`config.mk`:
```
export PLATFORM = sky130hd
export DESIGN_NAME = spu_decode
export DESIGN_NICKNAME = d
export VERILOG_FILES = /design/src/hdl/spu_decode_pkg.sv /design/src/hdl/spu_decode.sv /design/src/hdl/decode_stage.sv /design/src/hdl/operand_extract.sv /design/src/hdl/opcode_match.sv
export SDC_FILE = /design/constraint.sdc
export NUM_CORES = 1
export LEC_CHECK = 0
export BUFFER_PORTS_ARGS = -buffer_cell sky130_fd_sc_hd__clkbuf_2
export CORE_MARGIN = 3
export CORE_UTILIZATION = 52
export CTS_CLUSTER_DIAMETER = 60
export DETAILED_ROUTE_END_ITERATION = 16
export PLACE_DENSITY = 0.78
export SYNTH_ARGS = -nofsm -noshare
export SYNTH_HDL_FRONTEND = slang
export SYNTH_HIERARCHICAL = 1
export SYNTH_SLANG_ARGS = --single-unit
```
`constraint.sdc`:
```
create_clock -name clk -period 2 [get_ports clk]
set_input_delay 0 -clock clk [delete_from_list [all_inputs] [get_ports clk]]
set_output_delay 0 -clock clk [all_outputs]
set_load 0.02 [all_outputs]
```
`src/hdl/spu_decode_pkg.sv`:
```
package spu_decode_pkg;

	typedef logic [31:0] inst_word_t;	// raw instruction word
	typedef logic [10:0] opcode_t;		// prefix left aligned, low bits zero
	typedef logic [7:0]  op_ri8_t;		// ri10 and ls d-form prefix
	typedef logic [8:0]  op_ri9_t;		// ri16 prefix
	typedef logic [3:0]  op_rrr4_t;		// rrr prefix
	typedef logic [6:0]  reg_addr_t;	// 128 entry register file
	typedef logic [15:0] imm_t;		// zero extended immediate
	typedef logic [3:0]  latency_t;		// cycles

	typedef enum logic [2:0] {FMT_NONE, FMT_RR, FMT_RI7, FMT_RI10, FMT_RI16, FMT_RRR} inst_fmt_e;

	typedef enum logic [2:0] {
		UNIT_NONE, UNIT_FX1, UNIT_FX2, UNIT_FP, UNIT_FPI, UNIT_PERM, UNIT_LS, UNIT_BR
	} exec_unit_e;

	// selects the register access rules in operand_extract
	typedef enum logic [2:0] {
		OPC_ALU, OPC_IMM_LOAD, OPC_STORE, OPC_BR_IMM,
		OPC_BR_LINK, OPC_BR_IND, OPC_BR_ZERO, OPC_NOP
	} op_class_e;

	typedef struct packed {
		op_class_e  op_class;
		inst_fmt_e  fmt;
		exec_unit_e unit;
		logic       odd;	// 1 = odd pipe
		logic       legal;	// prefix matched
		opcode_t    opcode;
	} match_t;

	typedef struct packed {
		match_t    cls;
		reg_addr_t ra;
		reg_addr_t rb;
		reg_addr_t rc;		// third source, also store data
		reg_addr_t rt;		// target
		imm_t      imm;
		logic      rd_en;
		logic      wr_en;
		logic      store;
		latency_t  latency;
	} dec_op_t;

	// rr11 even, fixed point 1
	localparam opcode_t OP_AH = 11'b00011001000, OP_A = 11'b00011000000, OP_SFH = 11'b00001001000,
		OP_SF = 11'b00001000000, OP_ADDX = 11'b01101000000, OP_CG = 11'b00011000010,
		OP_SFX = 11'b01101000001, OP_BG = 11'b00001000010, OP_CLZ = 11'b01010100101,
		OP_AND = 11'b00011000001, OP_ANDC = 11'b01011000001, OP_OR = 11'b00001000001,
		OP_ORC = 11'b01011001001, OP_XOR = 11'b01001000001, OP_NAND = 11'b00011001001,
		OP_NOR = 11'b00001001001, OP_EQV = 11'b01001001001, OP_CEQB = 11'b01111010000,
		OP_CEQH = 11'b01111001000, OP_CEQ = 11'b01111000000, OP_CGTB = 11'b01001010000,
		OP_CGTH = 11'b01001001000, OP_CGT = 11'b01001000000, OP_CLGTB = 11'b01011010000,
		OP_CLGTH = 11'b01011001000, OP_CLGT = 11'b01011000000, OP_NOP = 11'b01000000001;

	// rr11 even, fixed point 2 (rr then ri7)
	localparam opcode_t OP_SHLH = 11'b00001011111, OP_SHL = 11'b00001011011,
		OP_ROTH = 11'b00001011100, OP_ROT = 11'b00001011000, OP_ROTHM = 11'b00001011101,
		OP_ROTM = 11'b00001011001, OP_ROTMAH = 11'b00001011110, OP_ROTMA = 11'b00001011010,
		OP_SHLHI = 11'b00001111111, OP_SHLI = 11'b00001111011, OP_ROTHI = 11'b00001111100,
		OP_ROTI = 11'b00001111000, OP_ROTHMI = 11'b00001111101, OP_ROTMI = 11'b00001111001,
		OP_ROTMAHI = 11'b00001111110, OP_ROTMAI = 11'b00001111010;

	// rr11 even, float and integer multiply
	localparam opcode_t OP_FA = 11'b01011000100, OP_FS = 11'b01011000101, OP_FM = 11'b01011000110,
		OP_FCEQ = 11'b01111000010, OP_FCMEQ = 11'b01111001010, OP_FCGT = 11'b01011000010,
		OP_FCMGT = 11'b01011001010, OP_MPY = 11'b01111000100, OP_MPYU = 11'b01111001100,
		OP_MPYH = 11'b01111000101, OP_MPYS = 11'b01111000111;

	// rr11 odd
	localparam opcode_t OP_SHLQBI = 11'b00111011011, OP_SHLQBY = 11'b00111011111,
		OP_ROTQBI = 11'b00111011000, OP_ROTQBY = 11'b00111011100, OP_ROTQMBI = 11'b00111011001,
		OP_ROTQMBY = 11'b00111011101, OP_SHLQBII = 11'b00111111011, OP_ROTQBII = 11'b00111111000,
		OP_ROTQBYI = 11'b00111111100, OP_ROTQMBII = 11'b00111111001,
		OP_ROTQMBYI = 11'b00111111101, OP_LQX = 11'b00111000100, OP_STQX = 11'b00101000100,
		OP_BI = 11'b00110101000, OP_LNOP = 11'b00000000001, OP_STOP = 11'b00000000000;

	// ri8, 10 bit immediate
	localparam op_ri8_t OP_AHI = 8'b00011101, OP_AI = 8'b00011100, OP_SFHI = 8'b00001101,
		OP_SFI = 8'b00001100, OP_ANDBI = 8'b00010110, OP_ANDHI = 8'b00010101,
		OP_ANDI = 8'b00010100, OP_ORBI = 8'b00000110, OP_ORHI = 8'b00000101,
		OP_ORI = 8'b00000100, OP_XORBI = 8'b01000110, OP_XORHI = 8'b01000101,
		OP_XORI = 8'b01000100, OP_CEQBI = 8'b01111110, OP_CEQHI = 8'b01111101,
		OP_CEQI = 8'b01111100, OP_CGTBI = 8'b01001110, OP_CGTHI = 8'b01001101,
		OP_CGTI = 8'b01001100, OP_CLGTBI = 8'b01011110, OP_CLGTHI = 8'b01011101,
		OP_CLGTI = 8'b01011100, OP_MPYI = 8'b01110100, OP_MPYUI = 8'b01110101,
		OP_LQD = 8'b00110100, OP_STQD = 8'b00100100;

	// ri9, 16 bit immediate
	localparam op_ri9_t OP_ILH = 9'b010000011, OP_ILHU = 9'b010000010, OP_IL = 9'b010000001,
		OP_BR = 9'b001100100, OP_BRA = 9'b001100000, OP_BRSL = 9'b001100110,
		OP_BRASL = 9'b001100010, OP_BRNZ = 9'b001000010, OP_BRZ = 9'b001000000,
		OP_BRHNZ = 9'b001000110;

	// rrr4
	localparam op_rrr4_t OP_SELB = 4'b1000, OP_FMA = 4'b1110, OP_FMS = 4'b1111, OP_MPYA = 4'b1100;

	localparam latency_t LAT_FX1  = 4'd2;
	localparam latency_t LAT_FX2  = 4'd4;
	localparam latency_t LAT_FP   = 4'd5;
	localparam latency_t LAT_FPI  = 4'd7;
	localparam latency_t LAT_PERM = 4'd4;
	localparam latency_t LAT_LS   = 4'd6;
	localparam latency_t LAT_BR   = 4'd1;

endpackage
```
`src/hdl/spu_decode.sv`:
```
`timescale 1ns/1ps

module spu_decode import spu_decode_pkg::*; (
	input  logic       clk,
	input  logic       rst_n,
	input  logic       inst_valid,
	input  inst_word_t inst,
	output logic       dec_valid,
	output dec_op_t    dec
);

	match_t    cls;		// classifier result
	reg_addr_t ra;
	reg_addr_t rb;
	reg_addr_t rc;
	reg_addr_t rt;
	imm_t      imm;
	logic      rd_en;
	logic      wr_en;
	logic      store;

	opcode_match u_match (
		.inst (inst),
		.cls  (cls)
	);

	operand_extract u_extract (
		.inst  (inst),
		.cls   (cls),
		.ra    (ra),
		.rb    (rb),
		.rc    (rc),
		.rt    (rt),
		.imm   (imm),
		.rd_en (rd_en),
		.wr_en (wr_en),
		.store (store)
	);

	decode_stage u_stage (
		.clk        (clk),
		.rst_n      (rst_n),
		.inst_valid (inst_valid),
		.cls        (cls),
		.ra         (ra),
		.rb         (rb),
		.rc         (rc),
		.rt         (rt),
		.imm        (imm),
		.rd_en      (rd_en),
		.wr_en      (wr_en),
		.store      (store),
		.dec_valid  (dec_valid),
		.dec        (dec)
	);

endmodule

```
`src/hdl/decode_stage.sv`:
```
`timescale 1ns/1ps

module decode_stage import spu_decode_pkg::*; (
	input  logic      clk,
	input  logic      rst_n,
	input  logic      inst_valid,
	input  match_t    cls,
	input  reg_addr_t ra,
	input  reg_addr_t rb,
	input  reg_addr_t rc,
	input  reg_addr_t rt,
	input  imm_t      imm,
	input  logic      rd_en,
	input  logic      wr_en,
	input  logic      store,
	output logic      dec_valid,
	output dec_op_t   dec
);

	latency_t lat;		// unit latency
	dec_op_t  dec_next;	// record before the register

	always_comb
	begin
		case (cls.unit)
			UNIT_FX1:  lat = LAT_FX1;
			UNIT_FX2:  lat = LAT_FX2;
			UNIT_FP:   lat = LAT_FP;
			UNIT_FPI:  lat = LAT_FPI;
			UNIT_PERM: lat = LAT_PERM;
			UNIT_LS:   lat = LAT_LS;
			UNIT_BR:   lat = LAT_BR;
			default:   lat = '0;	// illegal
		endcase
	end

	always_comb
	begin
		dec_next.cls     = cls;
		dec_next.ra      = ra;
		dec_next.rb      = rb;
		dec_next.rc      = rc;
		dec_next.rt      = rt;
		dec_next.imm     = imm;
		dec_next.rd_en   = rd_en;
		dec_next.wr_en   = wr_en;
		dec_next.store   = store;
		dec_next.latency = lat;
	end

	always_ff @(posedge clk or negedge rst_n)
	begin
		if (!rst_n)
		begin
			dec_valid <= 1'b0;
			dec       <= '0;
		end
		else
		begin
			dec_valid <= inst_valid;		// one cycle, no stall
			if (inst_valid)
				dec <= dec_next;		// hold when idle
		end
	end

endmodule

```
`src/hdl/operand_extract.sv`:
```
`timescale 1ns/1ps

module operand_extract import spu_decode_pkg::*; (
	input  inst_word_t inst,
	input  match_t     cls,
	output reg_addr_t  ra,
	output reg_addr_t  rb,
	output reg_addr_t  rc,
	output reg_addr_t  rt,
	output imm_t       imm,
	output logic       rd_en,
	output logic       wr_en,
	output logic       store
);

	// field slicing by format, then class remap
	always_comb
	begin
		ra  = '0;
		rb  = '0;
		rc  = '0;
		rt  = '0;
		imm = '0;
		case (cls.fmt)
			FMT_RR:
			begin
				ra = inst[13:7];
				rb = inst[20:14];
				rt = inst[6:0];
			end
			FMT_RI7:
			begin
				ra  = inst[13:7];
				rt  = inst[6:0];
				imm = {9'b0, inst[20:14]};	// shift or rotate count
			end
			FMT_RI10:
			begin
				ra  = inst[13:7];
				rt  = inst[6:0];
				imm = {6'b0, inst[23:14]};
			end
			FMT_RI16:
			begin
				rt  = inst[6:0];
				imm = inst[22:7];		// load value or branch target
			end
			FMT_RRR:
			begin
				ra = inst[13:7];
				rb = inst[20:14];
				rt = inst[27:21];		// target sits high in rrr
				rc = inst[6:0];
			end
			default: ;			// illegal keeps all zero
		endcase
		case (cls.op_class)
			OPC_IMM_LOAD:
				ra = '0;
			OPC_STORE, OPC_BR_ZERO:
			begin
				rc = rt;			// rt field is a source here
				rt = '0;
			end
			OPC_BR_IND:
			begin
				rb = '0;			// only ra holds the target
				rt = '0;
			end
			OPC_BR_IMM, OPC_NOP:
			begin
				ra = '0;
				rb = '0;
				rc = '0;
				rt = '0;
			end
			default: ;
		endcase
	end

	// register access flags
	always_comb
	begin
		rd_en = 1'b0;
		wr_en = 1'b0;
		store = 1'b0;
		if (cls.legal)
		begin
			case (cls.op_class)
				OPC_ALU:
				begin
					rd_en = 1'b1;
					wr_en = 1'b1;
				end
				OPC_STORE:
				begin
					rd_en = 1'b1;
					store = 1'b1;
				end
				OPC_IMM_LOAD, OPC_BR_LINK:
					wr_en = 1'b1;
				OPC_BR_IND, OPC_BR_ZERO:
					rd_en = 1'b1;
				default: ;		// branch imm and nops touch nothing
			endcase
		end
	end

endmodule

```
`src/hdl/opcode_match.sv`:
```
`timescale 1ns/1ps

module opcode_match import spu_decode_pkg::*; (
	input  inst_word_t inst,	// raw word
	output match_t     cls		// class, format, unit, pipe
);

	opcode_t op11;			// normalized prefixes
	opcode_t op9;
	opcode_t op8;
	opcode_t op4;
	match_t  m11;			// candidate per prefix width
	match_t  m9;
	match_t  m8;
	match_t  m4;

	assign op11 = inst[31:21];
	assign op9  = {inst[31:23], 2'b00};
	assign op8  = {inst[31:24], 3'b000};
	assign op4  = {inst[31:28], 7'b0000000};

	// builds one legal classifier entry
	function automatic match_t hit(input op_class_e c, input inst_fmt_e f,
		input exec_unit_e u, input logic odd, input opcode_t op);
		match_t m;
		m.op_class = c;
		m.fmt      = f;
		m.unit     = u;
		m.odd      = odd;
		m.legal    = 1'b1;
		m.opcode   = op;
		return m;
	endfunction

	// 11 bit prefixes, even pipe groups first
	always_comb
	begin
		case (inst[31:21])
			OP_AH, OP_A, OP_SFH, OP_SF, OP_ADDX, OP_CG, OP_SFX, OP_BG, OP_CLZ,
			OP_AND, OP_ANDC, OP_OR, OP_ORC, OP_XOR, OP_NAND, OP_NOR, OP_EQV,
			OP_CEQB, OP_CEQH, OP_CEQ, OP_CGTB, OP_CGTH, OP_CGT,
			OP_CLGTB, OP_CLGTH, OP_CLGT:
				m11 = hit(OPC_ALU, FMT_RR, UNIT_FX1, 1'b0, op11);
			OP_NOP:
				m11 = hit(OPC_NOP, FMT_RR, UNIT_FX1, 1'b0, op11);	// nop execute
			OP_SHLH, OP_SHL, OP_ROTH, OP_ROT, OP_ROTHM, OP_ROTM, OP_ROTMAH, OP_ROTMA:
				m11 = hit(OPC_ALU, FMT_RR, UNIT_FX2, 1'b0, op11);
			OP_SHLHI, OP_SHLI, OP_ROTHI, OP_ROTI, OP_ROTHMI, OP_ROTMI,
			OP_ROTMAHI, OP_ROTMAI:
				m11 = hit(OPC_ALU, FMT_RI7, UNIT_FX2, 1'b0, op11);
			OP_FA, OP_FS, OP_FM, OP_FCEQ, OP_FCMEQ, OP_FCGT, OP_FCMGT:
				m11 = hit(OPC_ALU, FMT_RR, UNIT_FP, 1'b0, op11);
			OP_MPY, OP_MPYU, OP_MPYH, OP_MPYS:
				m11 = hit(OPC_ALU, FMT_RR, UNIT_FPI, 1'b0, op11);
			OP_SHLQBI, OP_SHLQBY, OP_ROTQBI, OP_ROTQBY, OP_ROTQMBI, OP_ROTQMBY:
				m11 = hit(OPC_ALU, FMT_RR, UNIT_PERM, 1'b1, op11);
			OP_SHLQBII, OP_ROTQBII, OP_ROTQBYI, OP_ROTQMBII, OP_ROTQMBYI:
				m11 = hit(OPC_ALU, FMT_RI7, UNIT_PERM, 1'b1, op11);
			OP_LQX:
				m11 = hit(OPC_ALU, FMT_RR, UNIT_LS, 1'b1, op11);	// load x-form
			OP_STQX:
				m11 = hit(OPC_STORE, FMT_RR, UNIT_LS, 1'b1, op11);
			OP_LNOP:
				m11 = hit(OPC_NOP, FMT_RR, UNIT_LS, 1'b1, op11);	// nop on load side
			OP_BI:
				m11 = hit(OPC_BR_IND, FMT_RR, UNIT_BR, 1'b1, op11);
			OP_STOP:
				m11 = hit(OPC_NOP, FMT_RR, UNIT_BR, 1'b1, op11);	// stop and signal
			default:
				m11 = '0;
		endcase
	end

	// 9 bit prefixes, ri16 only
	always_comb
	begin
		case (inst[31:23])
			OP_ILH, OP_ILHU, OP_IL:
				m9 = hit(OPC_IMM_LOAD, FMT_RI16, UNIT_FX1, 1'b0, op9);
			OP_BR, OP_BRA:
				m9 = hit(OPC_BR_IMM, FMT_RI16, UNIT_BR, 1'b1, op9);
			OP_BRSL, OP_BRASL:
				m9 = hit(OPC_BR_LINK, FMT_RI16, UNIT_BR, 1'b1, op9);	// link into rt
			OP_BRNZ, OP_BRZ, OP_BRHNZ:
				m9 = hit(OPC_BR_ZERO, FMT_RI16, UNIT_BR, 1'b1, op9);	// tests rt
			default:
				m9 = '0;
		endcase
	end

	// 8 bit prefixes, ri10 only
	always_comb
	begin
		case (inst[31:24])
			OP_AHI, OP_AI, OP_SFHI, OP_SFI, OP_ANDBI, OP_ANDHI, OP_ANDI,
			OP_ORBI, OP_ORHI, OP_ORI, OP_XORBI, OP_XORHI, OP_XORI,
			OP_CEQBI, OP_CEQHI, OP_CEQI, OP_CGTBI, OP_CGTHI, OP_CGTI,
			OP_CLGTBI, OP_CLGTHI, OP_CLGTI:
				m8 = hit(OPC_ALU, FMT_RI10, UNIT_FX1, 1'b0, op8);
			OP_MPYI, OP_MPYUI:
				m8 = hit(OPC_ALU, FMT_RI10, UNIT_FPI, 1'b0, op8);
			OP_LQD:
				m8 = hit(OPC_ALU, FMT_RI10, UNIT_LS, 1'b1, op8);	// load d-form
			OP_STQD:
				m8 = hit(OPC_STORE, FMT_RI10, UNIT_LS, 1'b1, op8);
			default:
				m8 = '0;
		endcase
	end

	// 4 bit prefixes, three source ops
	always_comb
	begin
		case (inst[31:28])
			OP_SELB:
				m4 = hit(OPC_ALU, FMT_RRR, UNIT_FX1, 1'b0, op4);
			OP_FMA, OP_FMS:
				m4 = hit(OPC_ALU, FMT_RRR, UNIT_FP, 1'b0, op4);
			OP_MPYA:
				m4 = hit(OPC_ALU, FMT_RRR, UNIT_FPI, 1'b0, op4);
			default:
				m4 = '0;
		endcase
	end

	// longest prefix wins
	always_comb
	begin
		if (m11.legal)
			cls = m11;
		else if (m9.legal)
			cls = m9;
		else if (m8.legal)
			cls = m8;
		else
			cls = m4;	// all zero when nothing matched
	end

endmodule

```
==> flow_metrics.tcl, run 1 <==
set metrics [dict create \
    first_pass_iters 5 \
    die_w_um 100 \
    cp_max_fo 7 \
    syn_nets 460 \
    drc_errors 0 \
    rsz0062_at_grt "yes" \
    maxCapViolations 0 \
    worst_slew_pin_slew_ns 0.734 \
    path_clk_slew_ns 0.08 \
    vdd_drop_max_mv 0.445 \
    layout_common_cells "buf_4 (114), clkbuf_2 (98), dfrtp_1 (73)" \
    synthToLayoutAreaGrowth_pct 45.5 \
    final_common_cell "buf_4" \
    failed_checks "negative setup slack" \
    p_int_mw 2.91 \
    p_switching_mw 1.35 \
    drt-initial-drc-count 363 \
    drive_above_1_share_pct 60.8 \
    routed_wl_um 15300 \
    viasPerCell 6.09 \
    setup_ws_ns -0.383 \
    required_ns 2.23 \
    die_area_mm2 0.0101 \
    stdcell_count 743 \
    critPathCaptureType "flop" \
    crit_type "in2reg" \
    synthArstFlopShare_pct 100 \
    fillCellCount 534 \
    ys_seq_area_share_pct 39.4 \
    vias 4524 \
    cts_buffer_depth 2 \
    regArea_mm2 0.00183 \
    cellLeakagePower_nw 3.46 \
    worstPathArrival_ns 2.61 \
    row_count 33 \
    synth_top_flop_cell "dfrtp_1" \
    postSynthAreaPerCell_um2 10.9 \
    htree_num_levels 3 \
    hold_viol_final 0 \
    synth_area_mm2 0.00463 \
    synth_cell_types 64 \
    routabilityCongestion 0.952 \
    io_buffers 107 \
    die_height_um 100 \
    finalCritPeriodShare_pct 119 \
    powerDensity_mw_per_mm2 632 \
    track_usage_pct 28.6 \
    root_buffer "clkbuf_8" \
    antenna_found_initial 0 \
    ys_seq_elements 73 \
    sequentialPowerShare_pct 39.7 \
    start_util_pct 55.0 \
    synth_edf_count 0 \
    ios 109 \
    core_mm2 0.00842 \
    avgRoutedWirePerCell_um 20.6 \
    grt_overflow_total 0 \
    final_antenna_net_count 0 \
    place_inst 708 \
    yosysWarnings 6 \
    max-slew-margin-rel_pct 50.9 \
    netlist_instances 425 \
    grt_pass1_wl_um 23000 \
    start_kind "primary input" \
    clock.fmax_mhz 420 \
    clock_latency_ns 0.35 \
    p_clk_share_pct 28.3 \
    cts.sinks 73 \
    fin_crit_ns 2.38 \
    cts_buffers 9 \
    multi_input_area_mm2 0.00294 \
    antenna_cells 0 \
    dpl.hpwl_um 10500 \
    setup_viol 50 \
    slew_viol_final 0 \
    pwr-share-comb_pct 32.0 \
    fin_skew_ns 0 \
    swShare_pct 31.7 \
    dp_slack_ns -0.754 \
    holdCritPathClass "in2reg" \
    cts_tree "done" \
    nNetsFinal 668 \
    first_global_vias 4320 \
    grt_max_degree 30 \
    status "complete, but fails checks" \
]
==> cell type report <==
cell class,instances,area share (%)
Inverter,5,0.315
Multi-Input combinational cell,312,43.6
Clock inverter,4,0.761
Timing Repair Buffer,232,24.0
Sequential cell,73,27.1
Tap cell,105,1.95
Clock buffer,12,2.30
==> worst max-delay path, stage by stage <==
cell and delay [ns]:
buf_12 0.11, or4b_4 0.54, or4_4 0.53, o21ai_4 0.10, nor3_4 0.06, nand4_1 0.24
buf_6 0.20, mux2_4 0.33, a32o_1 0.24, mux2_4 0.26
==> power by group through the flow <==
stage	registers [mW]	clock network, mW	logic, mW
after floorplan	1.88	0	0.552
after global placement	1.71	0	1.16
after detailed placement	1.72	0	1.18
after CTS	1.69	1.22	1.27
after global routing	1.71	1.27	1.44
final	1.69	1.21	1.36
==> cells in the mapped netlist, drive strengths merged, types with 2 or more instances <==
| library cell | n | area, um^2 |
|---|---|---|
| nor4b | 3 | 41.3 |
| and4b | 2 | 23.8 |
| o211ai | 2 | 15.0 |
| or3b | 8 | 70.1 |
| and2b | 2 | 15.0 |
| buf | 32 | 226 |
| nor2 | 25 | 93.8 |
| dfrtp | 73 | 1830 |
| nor2b | 9 | 56.3 |
| o22ai | 2 | 12.5 |
| nor3 | 10 | 50.1 |
| a211o | 2 | 17.5 |
| inv | 5 | 18.8 |
| a21oi | 7 | 35.0 |
| a31oi | 3 | 18.8 |
| nand2b | 9 | 63.8 |
| a2111oi | 2 | 17.5 |
| or2 | 2 | 12.5 |
| a22oi | 7 | 52.6 |
| and3 | 16 | 100 |
| o21a | 6 | 45.0 |
| nand4 | 6 | 37.5 |
| or4 | 5 | 37.5 |
| nand2 | 20 | 75.1 |
| clkbuf | 3 | 11.3 |
| mux2 | 76 | 1010 |
| nor4 | 8 | 50.1 |
| and2 | 15 | 93.8 |
| or3 | 3 | 18.8 |
| a32o | 18 | 181 |
| nand3 | 14 | 75.1 |
| o21ai | 11 | 55.1 |
==> flip-flops by register name (all words and copies together), names as in the netlist <==
| signal | count |
|---|---|
| u_stage/dec_valid | 1 |
| u_stage/dec | 72 |
==> layer usage <==
metal	wire length, um	global-route usage (%)	part of all wire [%]	vias to the layer above
met5	0	0	0	-
met4	386	8.81	2.5	0
met3	948	4.59	6.2	34
met2	7630	47.2	50	236
met1	6310	38.6	41	2248
li1	-	-	-	2006
==> stage by stage <==
stage          hold slack [ns]  cell area, um^2  total power, mW  util [%]  TNS (ns)
2_1_floorplan           -0.296             4720             2.43         -    -11.96
3_3_place_gp            0.0155             5980             2.87      71.0    -32.78
3_5_place_dp            0.0267             5980             2.90      71.0    -34.37
4_1_cts                 0.0190             6470             4.18      76.8     -5.87
5_1_grt                 0.0316             6740             4.42      80.1    -13.00
6_report                0.0347             6740             4.26      80.1    -10.82
==> worst paths after layout <==
path	start	endpoint	slack, ns	cells after the start
max	inst[31]	u_stage/dec[32]	-0.38	10
min	inst[13]	u_stage/dec[50]	0.03	3
max reg2reg	u_stage/dec[35]	u_stage/dec[35]	1.19	1
min reg2reg	u_stage/dec[55]	u_stage/dec[55]	0.49	1
max in group asynchronous	rst_n	u_stage/dec[61]	1.21	3
min in group asynchronous	rst_n	u_stage/dec[14]	0.19	2
==> kinds of logic after synthesis <==
family                    Yosys count  synth area share (%)
other                               1                0.0809
and+or+nand+nor                   161                  20.5
AOI/OAI and AO/OA                  73                  12.6
xor gates and xnor gates            1                 0.189
buffers and inverters              40                  5.53
DFF                                73                  39.4
muxes                              76                  21.7
==> what timing repair did <==
item | in CTS | in global routing
setup endpoints to repair | 52 | 53
resized for setup | 55 | 45
hold buffers | 1 | 0
pin swaps | 21 | 19
endpoints found under the hold margin | 20 | 0
setup buffers | 5 | 16
No activity file was read; power rests on OpenSTA's default activity.
==> run 2: changes to the inputs <==
--- a/config.mk
+++ b/config.mk
@@ -5,12 +5,14 @@
 export SDC_FILE = /design/constraint.sdc
 export NUM_CORES = 1
 export LEC_CHECK = 0
+export ABC_CLOCK_PERIOD_IN_PS = 2000
 export BUFFER_PORTS_ARGS = -buffer_cell sky130_fd_sc_hd__clkbuf_2
 export CORE_MARGIN = 3
 export CORE_UTILIZATION = 52
 export CTS_CLUSTER_DIAMETER = 60
 export DETAILED_ROUTE_END_ITERATION = 16
 export PLACE_DENSITY = 0.78
+export SKIP_CTS_REPAIR_TIMING = 1
 export SYNTH_ARGS = -nofsm -noshare
 export SYNTH_HDL_FRONTEND = slang
 export SYNTH_HIERARCHICAL = 1
==> run 2 against run 1 <==
  * The run still ends with negative setup slack left
  * First-iteration DRC count fell by 16%
  * Critical path type unchanged
  * Core utilization down 2.1 points
  * Sequential share of layout area is 0.72 points higher
  * Power is 0.53% lower
  * Register-to-register slack about the same
  * Cell count shrank 1.5%
  * Critical path depth unchanged
  * Sequential cell count unchanged
  * Count of clock-buffer cells in the layout is the same
  * Die area unchanged
  * Design area shrank 2.6%
==> flow_metrics.tcl, run 2 (synthesis gave the netlist of run 1 again) <==
set metrics [dict create \
    place_inst 708 \
    clock_latency_ns 0.35 \
    fin_crit_ns 2.29 \
    cellLeakagePower_nw 3.38 \
    hold_path_depth 3 \
    powerDensity_mw_per_mm2 645 \
    io_buffers 107 \
    r2r_start "u_stage/dec[35]" \
    antenna_cells 0 \
    first_global_vias 4183 \
    reg_top3 "u_stage/dec: 72 flops, u_stage/dec_valid: 1 flops" \
    max-slew-margin-rel_pct 61.0 \
    antenna_found_initial 0 \
    cts_buffers 9 \
    ff2ff_path_depth 1 \
    tns_ns -7.80 \
    track_usage_pct 27.4 \
    start_kind "primary input" \
    maxCapViolations 0 \
    avgRoutedWirePerCell_um 20.1 \
    first_pass_iters 5 \
    stdcell_count 732 \
    htree_num_levels 3 \
    dp_slack_ns -0.754 \
    vdd_drop_max_mv 0.445 \
    die_height_um 100 \
    worst_slew_pin_slew_ns 0.584 \
    setup_viol 52 \
    slew_viol_final 0 \
    layout_common_cells "buf_4 (105), clkbuf_2 (99), dfrtp_1 (73)" \
    critPathCaptureType "flop" \
    ios 109 \
    final_common_cell "buf_4" \
    rsz0062_at_grt "yes" \
    setup_ws_ns -0.294 \
    fin_skew_ns 0 \
    synthToLayoutAreaGrowth_pct 41.7 \
    cts_buffer_depth 2 \
    reg2reg_to "u_stage/dec[35]" \
    viasPerCell 5.99 \
    largest_reg_flops 72 \
    vias 4387 \
    utilization_pct 78.0 \
    routabilityCongestion 0.952 \
    drt-initial-drc-count 305 \
    hold_path_startpoint "inst[13]" \
    start_util_pct 55.0 \
    core_mm2 0.00842 \
    required_ns 2.25 \
    status "complete, but fails checks" \
    die_area_mm2 0.0101 \
    row_count 33 \
    holdCritPathClass "in2reg" \
    final_antenna_net_count 0 \
    reg2reg_slack_ns 1.18 \
    worst_hold_path.endpoint "u_stage/dec[50]" \
    crit_type "in2reg" \
    drc_errors 0 \
    dpl.hpwl_um 10500 \
    die_w_um 100 \
    regMostFlops "u_stage/dec" \
    cts_tree "done" \
    grt_max_degree 30 \
    root_buffer "clkbuf_8" \
    hold_viol_final 0 \
    clock.fmax_mhz 436 \
    cts.sinks 73 \
    nNetsFinal 657 \
    whs_ns 0.0266 \
    path_clk_slew_ns 0.08 \
    fillCellCount 571 \
    drive_above_1_share_pct 58.7 \
    routed_wl_um 14700 \
    grt_overflow_total 0 \
    failed_checks "negative setup slack" \
    grt_pass1_wl_um 22000 \
    worstPathArrival_ns 2.54 \
    finalCritPeriodShare_pct 115 \
    cp_max_fo 7 \
]
[run 2: how the worst max path moves through the flow]
| stage | start | endpoint | cells after the start |
|---|---|---|---|
| finish | inst[24] | u_stage/dec[31] | 10 |
| global route | inst[24] | u_stage/dec[32] | 10 |
| CTS | inst[28] | u_stage/dec[1] | 11 |
| detailed placement | inst[28] | u_stage/dec[1] | 11 |
| global placement | inst[28] | u_stage/dec[0] | 11 |
| floorplan | inst[30] | u_stage/dec[30] | 10 |
[run 2: metrics by stage]
stage / total power [mW] / instance area, um^2
after floorplan: 2.43 / 4720
after global placement: 2.87 / 5980
after detailed placement: 2.90 / 5980
after CTS: 4.10 / 6190
after global routing: 4.38 / 6570
final: 4.24 / 6570
[run 2: power breakdown]
| group | switching [mW] | leakage [nW] | total [mW] | internal (mW) |
|---|---|---|---|---|
| sequential | 0.0828 | 0.976 | 1.69 | 1.61 |
| clock | 0.577 | 0.103 | 1.22 | 0.646 |
| combinational | 0.690 | 2.31 | 1.32 | 0.633 |
[run 2: worst max-delay path, stage by stage]
cell     delay [ns]
buf_8          0.11
or4b_4         0.55
or4_4          0.46
o21ai_4        0.09
nor3_2         0.08
nand4_1        0.20
buf_6          0.20
mux2_4         0.33
a32o_1         0.26
mux2_4         0.25
[run 2: routing by layer]
metal	vias up	track usage [%]	routed length, um
met1	2195	37.3	6310
met4	0	7.05	237
li1	1981	-	-
met5	-	0	0
met3	20	4.79	825
met2	191	45.4	7360
[run 2: area by class of cell]
type | count | area, um^2 | share of cell area (%)
multi-input combinational | 312 | 2860 | 43.6
sequential | 73 | 1830 | 27.8
clock buffer | 12 | 155 | 2.36
timing repair buffer | 221 | 1520 | 23.1
clock inverter | 4 | 51.3 | 0.781
inverter | 5 | 21.3 | 0.324
tap | 105 | 131 | 2.00
